### config.mk
export PLATFORM = sky130hd
export DESIGN_NAME = writeback_stage
export DESIGN_NICKNAME = d
export VERILOG_FILES = /design/src/verilog/cpu_pkg.sv /design/src/verilog/writeback_stage.sv
export SDC_FILE = /design/constraint.sdc
export NUM_CORES = 1
export LEC_CHECK = 0
export BUFFER_PORTS_ARGS = -buffer_cell sky130_fd_sc_hd__buf_2
export CORE_MARGIN = 4
export CORE_UTILIZATION = 38
export CTS_BUF_LIST = sky130_fd_sc_hd__clkbuf_4 sky130_fd_sc_hd__clkbuf_8
export DETAILED_ROUTE_END_ITERATION = 12
export GPL_TIMING_DRIVEN = 0
export PLACE_DENSITY = 0.95
export REMOVE_ABC_BUFFERS = 1
export SYNTH_ARGS = -nofsm -noshare
export SYNTH_HDL_FRONTEND = slang
export SYNTH_SLANG_ARGS = --single-unit
### constraint.sdc
create_clock -name clk -period 0.8 [get_ports clk]
set_input_delay 0.08 -clock clk [delete_from_list [all_inputs] [get_ports clk]]
set_output_delay 0.08 -clock clk [all_outputs]
set_load 0.05 [all_outputs]
### src/verilog/cpu_pkg.sv
package cpu_pkg;

    typedef logic [31:0] word_t;                // Data or byte address word
    typedef logic [4:0]  reg_addr_t;            // Register number
    typedef logic [2:0]  op_t;                  // Compact operation code from execute

    // Operation codes, 5 to 7 are illegal
    localparam op_t OP_NOP   = 3'd0;            // Bubble, no side effect
    localparam op_t OP_ALU   = 3'd1;            // Write ALU result to dest
    localparam op_t OP_LOAD  = 3'd2;            // Read RAM word into dest
    localparam op_t OP_STORE = 3'd3;            // Write store data to RAM
    localparam op_t OP_LINK  = 3'd4;            // Write return address to dest

endpackage

### src/verilog/writeback_stage.sv
`timescale 1ns/1ps

module writeback_stage
    import cpu_pkg::*;
(
    input  logic      clk,
    input  logic      rst,
    input  word_t     mem_result,               // ALU result from memory stage
    input  word_t     mem_link,                 // Return address
    input  word_t     mem_read_data,            // Word read from data RAM
    input  reg_addr_t mem_dest,
    input  logic      mem_mem_to_reg,           // Pick loaded word
    input  logic      mem_reg_write,
    input  logic      mem_reg_data_src,         // Pick link value
    output logic      rf_we,
    output reg_addr_t rf_waddr,
    output word_t     rf_wdata
);

    word_t wb_value;                            // Value chosen for the register file

    // Load has priority, then link, else plain ALU result
    always_comb
    begin
        if (mem_mem_to_reg)
            wb_value = mem_read_data;
        else if (mem_reg_data_src)
            wb_value = mem_link;
        else
            wb_value = mem_result;
    end

    always_ff @(posedge clk)
    begin
        rf_waddr <= mem_dest;                   // Register 0 passed on as is
        rf_wdata <= wb_value;
    end

    always_ff @(posedge clk or posedge rst)
    begin
        if (rst)
            rf_we <= 1'b0;
        else
            rf_we <= mem_reg_write;
    end

endmodule

## Yosys cells after proc, flatten, opt, wreduce, memory -nomap -nowiden

Index checks and enable logic that the tools add are counted.

| word-level totals | value |
|---|---|
| bits in registers | 38 |
| input bits | 106 |
| output and inout port bits | 38 |
| word-level logic and storage cells | 5 |

| cells by class | value |
|---|---|
| mux-type cells | 2 |

Operators with widths:

| cell | number |
|---|---|
| $mux W32 | 2 |

## Depth between registers and ports, before layout

| logic depth | value |
|---|---|
| word-level depth | 2 |
| mapped depth | 4 |
| depth with buffers taken out | 2 |

## Worst setup path before layout

Ideal clock, no wire load.

| timing path | value |
|---|---|
| path type | input -> register |
| start point | input mem_reg_data_src |
| end point | register rf_wdata[12] |
| library setup time | 0.117 ns |
| arrival time | 0.592 ns |
| data required time | 0.683 ns |
| slack | 0.092 ns |
| stages | 4 |
| buffers on the path | 2 |
| cells stage by stage | buf_6 buf_12 mux2i_1 o21ai_2 |

| between the ends | value |
|---|---|
| word-level cells in the longest chain between the ends | 2 |

Ends and longest elaborated chain:

| element | line | text |
|---|---|---|
| start: declaration | writeback_stage.sv:14 | `input logic mem_reg_data_src,` |
| $mux W32 | writeback_stage.sv:27 | `else if (mem_reg_data_src)` |
| $mux W32 | writeback_stage.sv:25 | `if (mem_mem_to_reg)` |
| named net wb_value[12] | writeback_stage.sv:20 | `word_t wb_value;` |
| end signal: assignment | writeback_stage.sv:36 | `rf_wdata <= wb_value;` |
| end: declaration | writeback_stage.sv:17 | `output word_t rf_wdata` |

The timed path passes the listed nets, and every way through them passes these cells.

## Final worst setup path

| timing path | value |
|---|---|
| start point | register rf_we |
| end point | output rf_we |

RTL lines:

| element | line | text |
|---|---|---|
| start: declaration | writeback_stage.sv:15 | `output logic rf_we,` |
| start signal: assignment | writeback_stage.sv:44 | `rf_we <= mem_reg_write;` |

No word-level cell between the ends.

==> metrics <==
status=finished with violations; failing checks=setup timing; port bufs=143; global-route wire length before repair=8670 um; overall fraction of global-route tracks in use=0.230; post-layout min period=0.886 ns; critical path capture point type=output pin; PD cells=1830 nW/um2; Starting Density=0.399; number of buffers and inverters on the critical path=1; MaxCap Viol Count=0; WL/cell=16.2 um; initial antenna violation count=0; Synth Instances=146; Clock Root Buffer=clkbuf_8; Max clock buf depth=2; Final Max Tran Viols=0; CP Max Fanout=1; fill count=255; die height=70.5 um; crit-path cells=buf_6; via count=1700; Layout area overhead=93.8%; Static Leakage=1.47 nW; Synth Register Bits=38; DRT Pass-1 Iters=4; TritonCTS Buffers=5; grt ovf=0; worst path arrival time=0.81 ns; worst setup slack after layout=-0.0858 ns; DP HPWL=3380 um; delay of the slowest cell on the worst path=0.38 ns; sequential area share after synthesis=0.516; largest net degree at the start of global routing=65; worst rel slew slack=0.621; ANT nets after route=0; yosys warns=0; RSZ-0062 raised after global routing=true; dpl ws=-0.569 ns; Netlist cell types=11; Die ar.=4970 um2; CTS tree=done; slew at the pin closest to its max-slew limit=0.569 ns; startpoint types=flop; DRT iter0 DRCs=83; diode count=0; die width=70.5 um; total clock sinks=38; total detailed-routing wirelength=5720 um; kind of critical path=flop to output pin; area of the core=3720 um2; Ports=144; CP delay by family, top=flip-flops; Slowest-stage cell, CP=dfrtp_1; Syn Area/Cell=10.2 um2; layout cell share with drive strength beyond 1=0.621; RePlAce Congestion=0.764; class of the worst hold path=input pin to flop; Mapped Area=1480 um2; Post-route DRC=0; worst hold margin=0.00988 ns; Nets=411; peak supply drop=1.06 mV; std cell rows=22; final worst path period share=1.11; Max Freq=1130 MHz; Final Hold Fails=0; H-Tree Depth=2; vias in the first global route=1787; routed vias/inst=4.80; Critical Path RT=0.72 ns; Reg clk slew, reported paths=0.07 ns; Setup violations, final=38
-- cells by family after synthesis --
group / synth area share
AO/OA/AOI/OAI: 0.113
flip-flops: 0.516
AND/OR/NAND/NOR: 0.0809
buffers and inverters: 0.0742
multiplexers: 0.216
-- placed cells by master (no fill, tap or decap), drive strengths merged --
cell | netlist | final
nand2 | 32 | 32
dfrtp | 1 | 1
dfxtp | 37 | 37
mux2i | 32 | 32
clkbuf | 0 | 7
o21ai | 32 | 32
dlygate4sd3 | 0 | 20
inv | 1 | 1
clkinv | 0 | 1
buf | 11 | 143
-- where the power goes --
group          internal [W]  switching (W)
sequential          0.00209       0.000107
combinational      0.000792       0.000928
clock              0.000729       0.000624
total               0.00361        0.00166
-- final timing paths --
kind / end / slack [ns] / cells past startpoint / startpoint
min in group asynchronous: rf_we / 0.18 / 3 / rst
min: rf_wdata[28] / 0.01 / 3 / mem_read_data[28]
max: rf_we / -0.09 / 1 / rf_we
max in group asynchronous: rf_we / 0.53 / 3 / rst
-- registers in the layout, summed over array words and instances, names as in the netlist --
name      count
rf_wdata     32
rf_we         1
rf_waddr      5
-- metrics by stage --
| stage | instance area (um2) | total power (W) | setup TNS, ns | instances | util |
|---|---|---|---|---|---|
| 5_1_grt | 2880 | 0.00549 | -2.52 | 354 | 0.774 |
| 2_1_floorplan | 1380 | 0.00291 | 0 | 135 | - |
| 6_report | 2880 | 0.00527 | -1.50 | 354 | 0.774 |
| 3_3_place_gp | 2150 | 0.00339 | -15.04 | 326 | 0.579 |
| 3_5_place_dp | 2150 | 0.00343 | -16.90 | 326 | 0.579 |
| 4_1_cts | 2840 | 0.00522 | -1.71 | 353 | 0.763 |
-- synth_stat cells --
| cell | n | share of area |
|---|---|---|
| buf_12 | 3 | 0.040 |
| o21ai_1 | 28 | 0.094 |
| dfrtp_1 | 1 | 0.017 |
| o21ai_2 | 2 | 0.012 |
| mux2i_1 | 32 | 0.22 |
| buf_6 | 1 | 0.0076 |
| dfxtp_1 | 37 | 0.50 |
| inv_1 | 1 | 0.0025 |
| nand2_1 | 32 | 0.081 |
| buf_2 | 7 | 0.024 |
| o21ai_0 | 2 | 0.0067 |
-- tightest hold or removal path, cell delays in order --
cell     delay (ns)
buf_2          0.07
nand2_1        0.04
o21ai_1        0.06
-- layout make-up --
cell class	count	area, um2	area share
Sequential cell	38	812	0.282
Clock inverter	1	5.00	0.00174
Multi-Input combinational cell	96	608	0.211
Clock buffer	7	90.1	0.0313
Inverter	1	3.75	0.00130
Tap cell	48	60.1	0.0209
Timing Repair Buffer	163	1300	0.451
-- what timing repair did --
action,in CTS,in global routing
endpoints found under the hold margin,19,1
hold buffers,19,1
gates resized for setup,144,8
buffers inserted,0,0
endpoints found under the setup margin,70,43
-- layer usage --
layer / track usage / wire [um] / vias to the layer above
met5: 0 / 0 / -
met4: 0.111 / 213 / 0
met3: 0.0950 / 760 / 18
met2: 0.417 / 2950 / 123
met1: 0.223 / 1800 / 748
li1: - / - / 811
No activity file was read; power rests on OpenSTA's default activity.
