$ cat src/verilog/cpu_pkg.sv
package cpu_pkg;

    typedef logic [31:0] word_t;                // Data or byte address word
    typedef logic [4:0]  reg_addr_t;            // Register number
    typedef logic [2:0]  op_t;                  // Compact operation code from execute

    // Operation codes, 5 to 7 are illegal
    localparam op_t OP_NOP   = 3'd0;            // Bubble, no side effect
    localparam op_t OP_ALU   = 3'd1;            // Write ALU result to dest
    localparam op_t OP_LOAD  = 3'd2;            // Read RAM word into dest
    localparam op_t OP_STORE = 3'd3;            // Write store data to RAM
    localparam op_t OP_LINK  = 3'd4;            // Write return address to dest

endpackage

$ cat src/verilog/reg_file.sv
`timescale 1ns/1ps

module reg_file
    import cpu_pkg::*;
(
    input  logic      clk,
    input  logic      rst,
    input  logic      rf_we,                    // Write strobe from writeback
    input  reg_addr_t rf_waddr,
    input  word_t     rf_wdata,
    input  reg_addr_t rd_addr,                  // Debug read address
    output word_t     rd_data
);

    word_t regs [1:31];                         // Register 0 has no storage

    always_ff @(posedge clk or posedge rst)
    begin
        if (rst)
        begin
            for (int i = 1; i < 32; i++)
            begin
                regs[i] <= '0;
            end
        end
        else if (rf_we && (rf_waddr != '0))
        begin
            regs[rf_waddr] <= rf_wdata;         // Writes to register 0 dropped here
        end
    end

    // Register 0 always reads zero
    assign rd_data = (rd_addr == '0) ? '0 : regs[rd_addr];

endmodule

$ cat config.mk
export PLATFORM = sky130hd
export DESIGN_NAME = reg_file
export DESIGN_NICKNAME = d
export VERILOG_FILES = /design/src/verilog/cpu_pkg.sv /design/src/verilog/reg_file.sv
export SDC_FILE = /design/constraint.sdc
export NUM_CORES = 2
export LEC_CHECK = 0
export ABC_CLOCK_PERIOD_IN_PS = 44400
export BUFFER_PORTS_ARGS = -buffer_cell sky130_fd_sc_hd__buf_4
export CAP_MARGIN = 20
export CORE_MARGIN = 5
export CORE_UTILIZATION = 30
export DETAILED_ROUTE_END_ITERATION = 8
export GPL_TIMING_DRIVEN = 0
export PLACE_DENSITY_LB_ADDON = 0.15
export SLEW_MARGIN = 20
export SYNTH_ARGS = -nofsm -noshare
export SYNTH_HDL_FRONTEND = slang
export SYNTH_SLANG_ARGS = --single-unit
export TNS_END_PERCENT = 30
$ cat constraint.sdc
create_clock -name clk -period 44.4 [get_ports clk]
set_clock_uncertainty 0.15 [all_clocks]
set_input_delay 8.88 -clock clk [delete_from_list [all_inputs] [get_ports clk]]
set_output_delay 8.88 -clock clk [all_outputs]
set_load 0.02 [all_outputs]
* Word-level counts from Yosys, hierarchy flattened
Cells that the tools add are included.
** Word-level totals
- Flip-flop bits (word level) :: 992
- Input port bits :: 45
- Output and inout bits :: 32
- Word-level logic and storage cells :: 47
** Operators by class
- $lt $le $gt $ge :: 3
- Mux-type cells :: 7
- Bitwise logic cells :: 2
- Reductions and logical operators :: 4
** Operators with widths (number)
- bitwise mux 992 bit :: 1
- binary-select mux 32 bit (select 5 bit) :: 1
- demux 32 bit (select 5 bit) :: 1
- two-way mux 32 bit :: 4
- greater-or-equal comparator 6 bit (second input constant) :: 2
- inverter 5 -> 6 bit :: 2
- less-than comparator 6 x 1 -> 1 bit (second input constant) :: 1
- logical NOT 5 bit :: 1
- nonzero test 5 bit :: 1
- logical AND 1 bit :: 2

* Longest topological paths before layout
- Word-level depth :: 6
- Gate-level depth with buffers :: 8

* Worst setup path before layout
Ideal clock, no wire load.
- Path kind :: input to output
- Start :: input rd_addr[1]
- End :: output rd_data[31]
- Arrival :: 10.474 ns
- Required time :: 35.370 ns
- Slack :: 24.896 ns
- Cell stages on the path :: 8
- Cell sequence :: buf_4 buf_6 buf_8 nand2_4 buf_2 o22ai_1 nor3_1 nor4_1
** On the way
- Cells in the longest elaborated chain, start to end :: 5
** RTL lines
- from (decl) :: RTL line reg_file.sv:11 : input reg_addr_t rd_addr,
- inverter 5 -> 6 bit (implied by the code) :: RTL line reg_file.sv:33 : assign rd_data = (rd_addr == '0) ? '0 : regs[rd_addr];
- binary-select mux 32 bit (select 5 bit) :: RTL line reg_file.sv:33
- two-way mux 32 bit (implied by the code) (2 in series) :: RTL line reg_file.sv:33
- two-way mux 32 bit * :: RTL line reg_file.sv:33
- to (decl) :: RTL line reg_file.sv:12 : output word_t rd_data
Every way passes the cells marked *; elsewhere a longest branch is shown, timed or not. The select of a mux whose other input is x is not followed.

* Final worst setup path
- Start :: input rd_addr[3]
- End :: output rd_data[16]
The elaborated chain is that of the path after synthesis.

==> flow_metrics.py <==
metrics = {
    "status": {
        "status": "completed",
    },
    "layout": {
        "top_regs": "regs (992)",
        "area_growth_syn_to_layout_pct": 15.2,
        "regMostFlops": "regs",
        "layout-drive-gt1-share_pct": 42.0,
        "largest_register_ffs": 992,
        "fin_util_pct": 34.8,
        "final_nets": 3531,
    },
    "synthesis": {
        "ys_seq_area_share_pct": 54.1,
        "synth.avg_cell_area_um2": 14.0,
        "ys.flop_type": "dfrtp_1",
        "async_flop_share_pct": 100,
        "synth_edf_count": 0,
        "synthCells": 3289,
        "synth_nets": 3334,
        "syn-cell-area_um2": 45900,
        "synth_seq_cells": 992,
        "ys_warn_count": 0,
        "synth.distinct_cells": 38,
    },
    "routing": {
        "drt_iter0_drc": 1745,
        "drt_first_pass_iters": 5,
        "vias": 28500,
        "finalWirelength_um": 153000,
        "wl_per_cell_um": 27.3,
        "ant_nets": 0,
        "remaining_drc_errors": 0,
        "routed_via_density": 5.08,
    },
    "sta": {
        "worst_pin_slew_ns": 1.13,
        "fmaxAchievable_mhz": 47.5,
        "setup_viol": 0,
        "slew_headroom_pct": 24.4,
        "maxSlewViolCount": 0,
        "hold_viol_final": 0,
        "fin_crit_ns": 21.07,
        "rsz0062_at_grt": "false",
        "finalCritPeriodShare_pct": 47.5,
        "setup-tns-final_ns": 0,
        "whs_ns": 0.332,
    },
    "clocking": {
        "postCtsHoldBufs": 0,
        "ctsResizeCount": 0,
        "clk_latency_ns": 0.70,
        "clockBufferDepth": 3,
        "clockRootBuffer": "clkbuf_16",
        "cts.clk_slew.worst_paths_ns": 0.06,
        "cts_tree": "yes",
        "post_cts_buffers": 0,
        "numCtsBuffers": 111,
        "clock_sinks": 992,
        "cts-htree-levels": 3,
    },
    "floorplanning": {
        "initial_core_util_pct": 30.2,
        "ios": 77,
        "core_um2": 152000,
        "dieArea_um2": 161000,
        "rows": 143,
        "fp.dieH_um": 401,
        "fp.dieW_um": 401,
    },
    "critical_path": {
        "worstPathRequired_ns": 35.37,
        "critical_path.startpoint_type": "input pin",
        "max_stage_delay_ns": 0.87,
        "endpoint_kind": "output pin",
        "critPathMostFrequentCell": "clkbuf_1",
        "critPathSlowestCell": "a211oi_1",
        "critPathMaxFanout": 10,
        "crit_family": "buffers and inverters",
        "path_cells": "clkbuf_1 > nand2b_1 > clkbuf_1 > nor4_1 > a211oi_1 > buf_4",
        "worstSetupPathType": "input pin to output pin",
        "cp.arrival_ns": 12.04,
        "crit_buf_inv": 3,
    },
    "global_routing": {
        "antenna_found_initial": 7,
        "grtUsageMet2_pct": 28.7,
        "grtUsageTotal_pct": 18.7,
        "grt_util_met1_pct": 27.6,
        "grt_pass1_wl_um": 220000,
        "gr-total-overflow": 0,
        "busiest_layer": "met2",
        "grt_max_degree": 96,
        "grt_util_met3_pct": 3.39,
        "first_global_vias": 29600,
    },
    "pwr": {
        "switching_power_uw": 658,
        "pwr-share-clk_pct": 36.8,
        "switching_share_pct": 26.4,
        "max-vdd-ir-drop_uv": 26.3,
        "leakage_uw": 0.0240,
        "seq_power_share_pct": 46.8,
        "powerDensity_nw_per_um2": 47.1,
        "combPwrFrac_pct": 16.4,
        "internal_power_uw": 1830,
    },
    "hold_path": {
        "min_path_type": "flop to flop",
    },
    "placement": {
        "numPortBuffers": 73,
        "gp_congestion": 0.815,
        "dp_hpwl_um": 115000,
    },
    "flow_run": {
        "max_cap_viol_count": 0,
    },
}
worst paths after layout:
check | start | end | slack (ns) | depth (start not counted)
max reg2reg | regs[375] | regs[375] | 43.47 | 1
min in group asynchronous | rst | regs[843] | 8.12 | 2
min reg2reg | regs[585] | regs[585] | 0.33 | 1
max | rd_addr[3] | rd_data[16] | 23.33 | 6
max in group asynchronous | rst | regs[36] | 33.80 | 6
min | regs[585] | regs[585] | 0.33 | 1
through the flow:
stage                     area [um^2]  worst slack, ns  instances  power, uW
after floorplan                 45900             7.46       3289       1460
after global placement          49000            -6.72       5392       1590
after detailed placement        49300            23.29       5403       1590
after CTS                       52900            23.29       5599       2520
after global routing            52900            23.31       5599       2610
final                           52900            23.33       5603       2490
logic make-up after synthesis:
logic type             count (synthesis)  synth area share, %
AO/OA/AOI/OAI                        193                 3.34
AND/OR/NAND/NOR                      349                 3.92
buffers and inverters                314                 3.58
multiplexers                        1441                 35.1
flip-flops                           992                 54.1
layout by cell type, fill, tap and decap left out, types with 3 or more instances in the layout:
cell type,instances
nand4_1,31
nor4_1,31
nand3_1,35
clkbuf_8,34
mux2_2,996
clkbuf_16,113
buf_6,9
nor2_2,12
bufinv_16,3
nor3_1,34
nand2b_1,35
nor2_1,65
nor3b_2,4
diode_2,4
mux4_2,31
a221o_1,31
mux2i_1,384
clkinv_2,14
a211oi_2,25
a22oi_1,32
mux2_1,30
nand2_1,81
dfrtp_1,992
nor2_4,4
nand3b_1,6
o22ai_1,97
buf_16,11
clkbuf_1,170
buf_4,143
a211oi_1,6
buf_2,91
power by group through the flow:
stage	Clock [uW]	Combinational, uW	Sequential, uW
global placement	0	403	1180
floorplan	0	302	1160
CTS	943	414	1160
detailed placement	0	413	1180
finish	917	408	1170
global route	976	446	1180
Yosys cell counts (all sizes together) (31+ instances only):
library cell | n | area, um^2
mux2i | 384 | 3840
a22oi | 32 | 240
clkbuf | 139 | 522
nand3 | 35 | 175
mux2 | 1026 | 11600
nor3 | 34 | 170
mux4 | 31 | 698
nor4 | 32 | 200
dfrtp | 992 | 24800
nand2b | 35 | 219
o22ai | 97 | 607
nor2 | 81 | 364
a211oi | 31 | 358
buf | 174 | 1120
nand4 | 31 | 194
a221o | 31 | 310
nand2 | 82 | 315
per-layer routing:
metal,wire (um),vias up
met3,7210,195
met2,68200,572
met5,30,-
met4,3610,6
li1,-,12400
met1,73900,15300
final cells by class:
class | instances | area, um^2
antenna | 4 | 10.0
buffer | 313 | 1640
clock buffer | 179 | 3420
clock inverter | 17 | 160
fill | 15100 | 99200
inverter | 1 | 11.3
multi-input combinational | 1983 | 19400
sequential | 992 | 24800
tap | 2030 | 2540
timing repair buffer | 84 | 851
Note: power is estimated with default switching activity, not from simulation.
